### config.mk
export PLATFORM = sky130hd
export DESIGN_NAME = can_decoder
export DESIGN_NICKNAME = d
export VERILOG_FILES = /design/src/rtl/can_pkg.sv /design/src/rtl/can_destuffer.sv /design/src/rtl/can_crc15.sv /design/src/rtl/can_bit_counter.sv /design/src/rtl/can_rx_fsm.sv /design/src/rtl/can_field_capture.sv /design/src/rtl/can_decoder.sv
export SDC_FILE = /design/constraint.sdc
export NUM_CORES = 1
export LEC_CHECK = 0
export ABC_AREA = 1
export BUFFER_PORTS_ARGS = -buffer_cell sky130_fd_sc_hd__clkbuf_2
export CAP_MARGIN = 10
export CORE_MARGIN = 5
export CORE_UTILIZATION = 50
export CTS_CLUSTER_SIZE = 30
export DETAILED_ROUTE_END_ITERATION = 16
export PLACE_DENSITY = 0.83
export SETUP_SLACK_MARGIN = 0.2
export SLEW_MARGIN = 20
export SYNTH_ARGS = -nofsm -noshare
export SYNTH_HDL_FRONTEND = slang
export SYNTH_SLANG_ARGS = --single-unit
### constraint.sdc
create_clock -name clock -period 4.9 [get_ports clock]
set_input_delay 0.98 -clock clock [delete_from_list [all_inputs] [get_ports clock]]
set_output_delay 0.98 -clock clock [all_outputs]
set_load 0.05 [all_outputs]
### src/rtl/can_pkg.sv
`default_nettype none

package can_pkg;

	// ==============================
	// Frame geometry
	// ==============================

	localparam int CNT_W = 7;                        // Bit counter width, up to 64 data bits

	localparam logic [CNT_W-1:0] LEN_ID_A     = 7'd11;   // Base identifier
	localparam logic [CNT_W-1:0] LEN_ID_B     = 7'd18;   // Identifier extension
	localparam logic [CNT_W-1:0] LEN_DLC      = 7'd4;
	localparam logic [CNT_W-1:0] LEN_CRC      = 7'd15;
	localparam logic [CNT_W-1:0] LEN_EOF      = 7'd7;    // All recessive
	localparam logic [CNT_W-1:0] LEN_BUS_IDLE = 7'd11;   // Recessive run ending error recovery

	localparam logic [3:0]  MAX_DLC  = 4'd8;         // DLC codes 9..15 mean 8 bytes
	localparam logic [14:0] CRC_POLY = 15'h4599;     // x15+x14+x10+x8+x7+x4+x3+1

	// ==============================
	// Receiver states
	// ==============================

	typedef enum logic [3:0] {
		st_idle,          // Bus idle, waiting for SOF
		st_id_a,
		st_srr_rtr,       // RTR in base frame, SRR in extended frame
		st_ide,
		st_id_b,
		st_rtr,           // Extended frame only
		st_res1,          // Extended frame only
		st_res0,
		st_dlc,
		st_data,
		st_crc,
		st_crc_delim,
		st_ack_slot,
		st_ack_delim,
		st_eof,
		st_error_wait     // Waiting for bus idle after an error
	} can_state_t;

	typedef enum logic [2:0] {
		err_none,
		err_stuff,        // Six equal bits in stuffed region
		err_crc,          // Received CRC differs from computed one
		err_form,         // Fixed-form bit has wrong level
		err_ack           // Nobody acknowledged
	} can_err_t;

	// Bit stuffing covers everything from the identifier up to the CRC field
	function automatic logic stuff_state(input can_state_t s);
		return s inside {st_id_a, st_srr_rtr, st_ide, st_id_b, st_rtr,
			st_res1, st_res0, st_dlc, st_data, st_crc};
	endfunction

endpackage

`default_nettype wire

### src/rtl/can_destuffer.sv
`timescale 1ns/1ps
`default_nettype none

module can_destuffer (
	input  logic                clock,
	input  logic                reset,
	input  logic                rx_bit,
	input  logic                sample_point,
	input  can_pkg::can_state_t state,
	output logic                stuff_bit,
	output logic                stuff_error
);
	import can_pkg::*;

	logic [4:0] history;    // Last five bus bits, newest in bit 0
	logic       region;     // Stuffing rule applies to this sample
	logic       run_low;    // Five dominant bits in a row
	logic       run_high;   // Five recessive bits in a row

	// A stuff bit may still follow the last CRC bit, seen while in crc_delim
	assign region   = stuff_state(state) || (state == st_crc_delim);
	assign run_low  = (history == 5'b00000);
	assign run_high = (history == 5'b11111);

	// Opposite level after a run is the inserted bit
	assign stuff_bit   = sample_point && region && ((run_low && rx_bit) || (run_high && !rx_bit));
	// Same level again is a sixth equal bit
	assign stuff_error = sample_point && region && ((run_low && !rx_bit) || (run_high && rx_bit));

	// History includes stuff bits, as they start the next run
	always_ff @(posedge clock or posedge reset)
	begin
		if (reset)
			history <= 5'b11111;                // Idle bus is recessive
		else if (sample_point)
			history <= {history[3:0], rx_bit};
	end

	// Inserted bit and stuff violation exclude each other
	assert property (@(posedge clock) disable iff (reset) !(stuff_bit && stuff_error));

endmodule

`default_nettype wire

### src/rtl/can_crc15.sv
`timescale 1ns/1ps
`default_nettype none

module can_crc15 (
	input  logic                          clock,
	input  logic                          reset,
	input  logic                          rx_bit,
	input  logic                          sample_point,
	input  logic                          stuff_bit,
	input  logic                          crc_clear,
	input  can_pkg::can_state_t           state,
	output logic [can_pkg::LEN_CRC-1:0]   crc_calc
);
	import can_pkg::*;

	logic shift_en;
	logic feedback;

	// Covered bits end with the last data bit, the CRC field is excluded
	assign shift_en = sample_point && !stuff_bit && stuff_state(state) && (state != st_crc);
	assign feedback = rx_bit ^ crc_calc[14];

	// SOF is dominant and shifts a zero into a cleared register, so clearing in idle covers it
	always_ff @(posedge clock or posedge reset)
	begin
		if (reset)
			crc_calc <= '0;
		else if (crc_clear)
			crc_calc <= '0;
		else if (shift_en)
			crc_calc <= {crc_calc[13:0], 1'b0} ^ (feedback ? CRC_POLY : 15'h0000);
	end

endmodule

`default_nettype wire

### src/rtl/can_bit_counter.sv
`timescale 1ns/1ps
`default_nettype none

module can_bit_counter (
	input  logic                        clock,
	input  logic                        reset,
	input  logic                        sample_point,
	input  logic                        stuff_bit,
	input  logic                        count_clear,
	output logic [can_pkg::CNT_W-1:0]   bit_count
);
	import can_pkg::*;

	logic take;    // Real bit, not inserted by the transmitter

	assign take = sample_point && !stuff_bit;

	// ==============================
	// Destuffed bits in current field
	// ==============================

	always_ff @(posedge clock or posedge reset)
	begin
		if (reset)
			bit_count <= '0;
		else if (count_clear)
			bit_count <= '0;                    // State change or restart of a wait
		else if (take && (bit_count != '1))
			bit_count <= bit_count + 1'b1;      // Saturates at all ones
	end

	// FSM leaves every field before the count passes the largest data field
	assert property (@(posedge clock) disable iff (reset)
		bit_count <= {MAX_DLC, 3'b000});

endmodule

`default_nettype wire

### src/rtl/can_rx_fsm.sv
`timescale 1ns/1ps
`default_nettype none

module can_rx_fsm (
	input  logic                          clock,
	input  logic                          reset,
	input  logic                          rx_bit,
	input  logic                          sample_point,
	input  logic                          stuff_bit,
	input  logic                          stuff_error,
	input  logic [can_pkg::CNT_W-1:0]     bit_count,
	input  logic [can_pkg::LEN_DLC-1:0]   dlc,
	input  logic                          ide,
	input  logic                          rtr,
	input  logic [can_pkg::LEN_CRC-1:0]   crc_rx,
	input  logic [can_pkg::LEN_CRC-1:0]   crc_calc,
	output can_pkg::can_state_t           state,
	output logic                          crc_clear,
	output logic                          count_clear,
	output logic                          frame_valid,
	output logic                          frame_error,
	output can_pkg::can_err_t             error_code
);
	import can_pkg::*;

	can_state_t       state_next;
	can_err_t         err_next;
	logic             valid_next;
	logic             take;          // Destuffed sample
	logic             sof;
	logic [3:0]       dlc_next;      // DLC including the bit now on the bus
	logic [CNT_W-1:0] data_bits;     // Data field length in bits

	assign take      = sample_point && !stuff_bit;
	assign sof       = (state == st_idle) && sample_point && !rx_bit;
	assign dlc_next  = {dlc[2:0], rx_bit};
	assign data_bits = {dlc, 3'b000};   // DLC already clamped to 8

	assign crc_clear   = (state == st_idle);
	// Dominant bit restarts the bus idle wait
	assign count_clear = sample_point && ((state_next != state) || (state == st_idle) ||
		((state == st_error_wait) && !rx_bit));

	// ==============================
	// Next state and checks
	// ==============================

	always_comb
	begin
		state_next = state;
		err_next   = err_none;
		valid_next = 1'b0;
		case (state)
			st_idle:
				if (sof)
					state_next = st_id_a;
			st_id_a:
				if (take && (bit_count == LEN_ID_A - 1'b1))
					state_next = st_srr_rtr;
			st_srr_rtr:
				if (take)
					state_next = st_ide;
			st_ide:
				if (take)
				begin
					if (!rx_bit)
						state_next = st_res0;     // Base frame
					else if (!rtr)
						err_next = err_form;      // rtr still holds the SRR bit, must be recessive
					else
						state_next = st_id_b;
				end
			st_id_b:
				if (take && (bit_count == LEN_ID_B - 1'b1))
					state_next = st_rtr;
			st_rtr:
				if (take)
					state_next = st_res1;
			st_res1:
				if (take)
					state_next = st_res0;
			st_res0:
				if (take)
					state_next = st_dlc;
			st_dlc:
				if (take && (bit_count == LEN_DLC - 1'b1))
					state_next = ((dlc_next == 4'd0) || rtr) ? st_crc : st_data;  // No payload
			st_data:
				if (take && (bit_count == data_bits - 1'b1))
					state_next = st_crc;
			st_crc:
				if (take && (bit_count == LEN_CRC - 1'b1))
					state_next = st_crc_delim;
			st_crc_delim:
				if (take)
				begin
					if (!rx_bit)
						err_next = err_form;
					else
						state_next = st_ack_slot;
				end
			st_ack_slot:
				if (sample_point)
				begin
					if (rx_bit)
						err_next = err_ack;       // No receiver drove ACK
					else
						state_next = st_ack_delim;
				end
			st_ack_delim:
				if (sample_point)
				begin
					if (crc_calc != crc_rx)
						err_next = err_crc;       // CRC reported here, after the ACK slot
					else if (!rx_bit)
						err_next = err_form;
					else
						state_next = st_eof;
				end
			st_eof:
				if (sample_point)
				begin
					if (!rx_bit)
						err_next = err_form;
					else if (bit_count == LEN_EOF - 1'b1)
					begin
						state_next = st_idle;
						valid_next = 1'b1;
					end
				end
			st_error_wait:
				if (sample_point && rx_bit && (bit_count == LEN_BUS_IDLE - 1'b1))
					state_next = st_idle;
			default:
				state_next = st_idle;
		endcase

		// Stuff violation wins over anything else in the same bit
		if (stuff_error)
			err_next = err_stuff;
		if (err_next != err_none)
			state_next = st_error_wait;
	end

	// ==============================
	// State and result registers
	// ==============================

	always_ff @(posedge clock or posedge reset)
	begin
		if (reset)
		begin
			state       <= st_idle;
			frame_valid <= 1'b0;
			frame_error <= 1'b0;
			error_code  <= err_none;
		end
		else
		begin
			state       <= state_next;
			frame_valid <= valid_next;                  // One cycle on last EOF bit
			frame_error <= (err_next != err_none);      // One cycle on offending bit
			if (err_next != err_none)
				error_code <= err_next;
			else if (sof)
				error_code <= err_none;                 // Held until next SOF
		end
	end

	// All 16 codes are states, so a known value is a legal one
	assert property (@(posedge clock) disable iff (reset) !$isunknown(state));

	// Extended-only states need IDE captured as recessive
	assert property (@(posedge clock) disable iff (reset)
		(state inside {st_id_b, st_rtr, st_res1}) |-> ide);

endmodule

`default_nettype wire

### src/rtl/can_field_capture.sv
`timescale 1ns/1ps
`default_nettype none

module can_field_capture (
	input  logic                          clock,
	input  logic                          reset,
	input  logic                          rx_bit,
	input  logic                          sample_point,
	input  logic                          stuff_bit,
	input  can_pkg::can_state_t           state,
	output logic [can_pkg::LEN_ID_A-1:0]  id_a,
	output logic                          ide,
	output logic                          srr,
	output logic                          rtr,
	output logic [can_pkg::LEN_ID_B-1:0]  id_b,
	output logic [can_pkg::LEN_DLC-1:0]   dlc,
	output logic [63:0]                   data,
	output logic [can_pkg::LEN_CRC-1:0]   crc_rx
);
	import can_pkg::*;

	logic       take;
	logic [3:0] dlc_shift;    // DLC with current bit shifted in

	assign take      = sample_point && !stuff_bit;
	assign dlc_shift = {dlc[2:0], rx_bit};

	// ==============================
	// Field shift registers
	// ==============================

	always_ff @(posedge clock or posedge reset)
	begin
		if (reset)
		begin
			id_a   <= '0;
			ide    <= 1'b0;
			srr    <= 1'b0;
			rtr    <= 1'b0;
			id_b   <= '0;
			dlc    <= '0;
			data   <= '0;
			crc_rx <= '0;
		end
		else if (take)
		begin
			case (state)
				st_idle:
					if (!rx_bit)                          // SOF
					begin
						id_b <= '0;                       // Stays zero in a base frame
						data <= '0;                       // Stays zero for remote or short frames
						dlc  <= '0;                       // Lets the clamp see only the final shift
					end
				st_id_a:
					id_a <= {id_a[LEN_ID_A-2:0], rx_bit};
				st_srr_rtr:
				begin
					srr <= rx_bit;                        // Meaningful in extended frame only
					rtr <= rx_bit;                        // Final in base frame
				end
				st_ide:
					ide <= rx_bit;
				st_id_b:
					id_b <= {id_b[LEN_ID_B-2:0], rx_bit};
				st_rtr:
					rtr <= rx_bit;                        // Extended frame RTR
				st_dlc:
					dlc <= (dlc_shift > MAX_DLC) ? MAX_DLC : dlc_shift;
				st_data:
					data <= {data[62:0], rx_bit};         // First byte ends up highest
				st_crc:
					crc_rx <= {crc_rx[LEN_CRC-2:0], rx_bit};
				default:
					;                                     // Delimiters, reserved, ACK, EOF
			endcase
		end
	end

	// Clamp holds because dlc starts from zero at every SOF
	assert property (@(posedge clock) disable iff (reset) dlc <= MAX_DLC);

endmodule

`default_nettype wire

### src/rtl/can_decoder.sv
`timescale 1ns/1ps
`default_nettype none

module can_decoder (
	input  logic                          clock,
	input  logic                          reset,
	input  logic                          rx_bit,         // 1 is recessive
	input  logic                          sample_point,   // One-cycle strobe per bus bit
	output logic                          frame_valid,
	output logic                          frame_error,
	output can_pkg::can_err_t             error_code,
	output logic [can_pkg::LEN_ID_A-1:0]  id_a,
	output logic                          ide,
	output logic                          srr,
	output logic                          rtr,
	output logic [can_pkg::LEN_ID_B-1:0]  id_b,
	output logic [can_pkg::LEN_DLC-1:0]   dlc,
	output logic [63:0]                   data,
	output logic [can_pkg::LEN_CRC-1:0]   crc_rx
);
	import can_pkg::*;

	can_state_t         state;
	logic               stuff_bit;
	logic               stuff_error;
	logic               crc_clear;
	logic               count_clear;
	logic [CNT_W-1:0]   bit_count;
	logic [LEN_CRC-1:0] crc_calc;

	// ==============================
	// Control
	// ==============================

	can_rx_fsm u_fsm (
		.clock        (clock),
		.reset        (reset),
		.rx_bit       (rx_bit),
		.sample_point (sample_point),
		.stuff_bit    (stuff_bit),
		.stuff_error  (stuff_error),
		.bit_count    (bit_count),
		.dlc          (dlc),
		.ide          (ide),
		.rtr          (rtr),
		.crc_rx       (crc_rx),
		.crc_calc     (crc_calc),
		.state        (state),
		.crc_clear    (crc_clear),
		.count_clear  (count_clear),
		.frame_valid  (frame_valid),
		.frame_error  (frame_error),
		.error_code   (error_code)
	);

	can_destuffer u_destuffer (
		.clock        (clock),
		.reset        (reset),
		.rx_bit       (rx_bit),
		.sample_point (sample_point),
		.state        (state),
		.stuff_bit    (stuff_bit),
		.stuff_error  (stuff_error)
	);

	can_bit_counter u_counter (
		.clock        (clock),
		.reset        (reset),
		.sample_point (sample_point),
		.stuff_bit    (stuff_bit),
		.count_clear  (count_clear),
		.bit_count    (bit_count)
	);

	// ==============================
	// Datapath
	// ==============================

	can_crc15 u_crc (
		.clock        (clock),
		.reset        (reset),
		.rx_bit       (rx_bit),
		.sample_point (sample_point),
		.stuff_bit    (stuff_bit),
		.crc_clear    (crc_clear),
		.state        (state),
		.crc_calc     (crc_calc)
	);

	can_field_capture u_fields (
		.clock        (clock),
		.reset        (reset),
		.rx_bit       (rx_bit),
		.sample_point (sample_point),
		.stuff_bit    (stuff_bit),
		.state        (state),
		.id_a         (id_a),
		.ide          (ide),
		.srr          (srr),
		.rtr          (rtr),
		.id_b         (id_b),
		.dlc          (dlc),
		.data         (data),
		.crc_rx       (crc_rx)
	);

endmodule

`default_nettype wire

==> flow_summary.ini <==
[floorplanning]
dieArea_mm2 = 0.0161
num_rows = 42
ios = 124
floorplan.initialDensity_pct = 51.3
fp.dieW_um = 127
dieHeight_um = 127
core_mm2 = 0.0133

[finish]
mostFrequentLayoutCells = nand2_1 (169), inv_1 (158), dfrtp_1 (146)
nNetsFinal = 930
layout.cells.non_filler = 1111
layout_commonest_cell = nand2_1
antenna_cells = 0
syn_to_final_growth_pct = 20.7
drive_above_1_share_pct = 19.9
fillers = 1156

[placed_design]
port_buffers = 123
gp_congestion = 0.960
dp.cells = 1079
dp_hpwl_mm = 11.0

[synthesis]
avgSynthCellArea_um2 = 8.48
synth_largest_area_cell = dfrtp_1
ys_warn_count = 0
ys_types = 32
synth-seq-cells = 151
synth-compound-area-share_pct = 13.4
muxShareOfSynthArea_pct = 0.330
synth_xor_area_share_pct = 1.28
netlist_instances = 804
syn_area_mm2 = 0.00682
synth_nets = 812
synth_fa_ha_area_share_pct = 0.734
seq_area_frac_synth_pct = 55.5
synthSimpleGateAreaFrac_pct = 18.1
synth_top_area_share_pct = 53.6
synth_area_leaders = dfrtp_1 (54%), nand2_1 (9.4%), inv_1 (8.8%), o22ai_1 (8.4%), o21ai_0 (3.2%)
synth_top_family_by_area = simple AND/OR/NAND/NOR gates

[clock_tree]
cts_root_buf = clkbuf_16
clkLatencyLatePin_ps = 420
clk_path_buf_depth = 2
clkTransAtPathRegs_ps = 60
cts_buffers = 17
cts_max_level = 4
cts_tree = built
post-cts-setup-buffer-count = 0
cts_sinks = 151
ctsHoldBuffers = 0
cts-resized-gates = 0

[critical_path]
cp-end-kind = register
critical_path_peak_fanout = 20
cpPeakStageDelay_ps = 530
cp.arrival_ps = 3590
path_class = in2reg
crit_top_cell = nand2_1
startpoint_type = primary input
slowest_stage = nand2_1
cp_cell_sequence = clkbuf_2 > clkinv_1 > o21ai_2 > nand3_4 > nand2_4 > inv_4 > nand2_1 > nand2_1 > o22ai_1
worstPathRequired_ps = 5220

[global_route]
overflow = 0
grt.total_usage_pct = 20.5
grt_pass1_vias = 5589
antenna_found_initial = 0
grt_pass1_wl_mm = 26.7
grt_start_max_net_pins = 152

[drt]
drtPass1Iterations = 6
vias = 5745
drc_errors = 0
wl_mm = 16.1
via_per_inst = 5.17
wl_per_cell_um = 14.5
ant_nets = 0
initialDrtViolationCount = 309

[sta]
finalCritPeriodShare_pct = 66.7
finClkSkew_ps = 7.71
tns_ps = 0
slew_violations = 0
setup_viol = 0
finalHoldViolations = 0
timing.fmax_ghz = 0.306
rsz0062_at_grt = false
slew_headroom_pct = 47.7
period_minus_slack_ps = 3270
worstMarginPinSlew_ps = 785

[outcome]
status = completed

[worst_hold_path]
hold_path.class = reg2reg

[run]
drv_cap = 0
## critical path: cells and delay by family
family / cells / cell delay (ps)
simple gates: 4 / 1280
buf+inv: 3 / 800
compound gates: 2 / 510
## cell usage after synthesis, drive strengths merged
cell,n
dfstp,5
nor2,64
buf,6
nor4,1
a21oi,16
nand2,176
dfrtp,146
nor3,3
nand4,10
clkinv,1
clkbuf,22
nand3,37
o21ai,45
o22ai,92
ha,4
xor2,9
inv,161
mux2,2
o21a,1
a2111oi,1
nor3b,1
xnor2,1
## layer usage
| metal | track usage [%] | vias up | routed length (um) |
|---|---|---|---|
| li1 | - | 2811 | - |
| met1 | 26.4 | 2758 | 7120 |
| met2 | 32.9 | 151 | 7610 |
| met3 | 6.01 | 25 | 1080 |
| met4 | 7.70 | 0 | 278 |
| met5 | 0 | - | 0 |
## through the flow
| step | utilization, % | hold slack [ps] | worst slack, ps | area (um2) |
|---|---|---|---|---|
| 6_report | 61.9 | 472 | 1630 | 8230 |
| 5_1_grt | 61.9 | 493 | 1390 | 8230 |
| 4_1_cts | 61.9 | 476 | 1640 | 8230 |
| 3_5_place_dp | 57.1 | 462 | 1200 | 7590 |
| 3_3_place_gp | 57.1 | 454 | 1220 | 7590 |
| 2_1_floorplan | - | 459 | 2020 | 6820 |
## state kept, by name, summed over array words and instances, names as in the netlist, 3 cells and up
name	flops
u_counter.bit_count	7
u_crc.crc_calc	15
u_destuffer.history	5
u_fields.crc_rx	15
u_fields.data	64
u_fields.dlc	4
u_fields.id_a	11
u_fields.id_b	18
u_fsm.error_code	3
u_fsm.state	4
## path summary, 6_finish.rpt
path                            slack, ps  cells past startpoint                              end                            start
worst max-delay path                 1630                      9     u_fields.id_b[5]$_DFFE_PP0P_                           rx_bit
worst min-delay path                  470                      2  u_fsm.error_code[1]$_DFFE_PP0P_  u_fsm.error_code[1]$_DFFE_PP0P_
worst max register to register       2170                      9     u_fields.id_b[5]$_DFFE_PP0P_         u_fsm.state[3]$_DFF_PP0_
worst min register to register        470                      2  u_fsm.error_code[1]$_DFFE_PP0P_  u_fsm.error_code[1]$_DFFE_PP0P_
max in group asynchronous            3540                      3     u_fields.id_b[2]$_DFFE_PP0P_                            reset
min in group asynchronous             790                      3    u_fields.data[17]$_DFFE_PP0P_                            reset
## area by class of cell
| cell class | count | area (um2) | area share, % |
|---|---|---|---|
| clock buffers | 21 | 470 | 5.71 |
| flip-flops and latches | 151 | 3780 | 46.0 |
| well taps | 176 | 220 | 2.67 |
| inverters | 162 | 614 | 7.46 |
| clock inverters | 11 | 169 | 2.05 |
| repair buffers | 127 | 658 | 7.99 |
| multi-input cells | 463 | 2320 | 28.1 |
## cells by family after synthesis
group	Yosys count
xor+xnor	10
fa+ha+maj	4
mux	2
simple gates	292
buf+inv	190
flops	151
compound gates	155
Power is not shown: default switching activity piles up to over one toggle a cycle in this logic, so the estimate is an artifact.
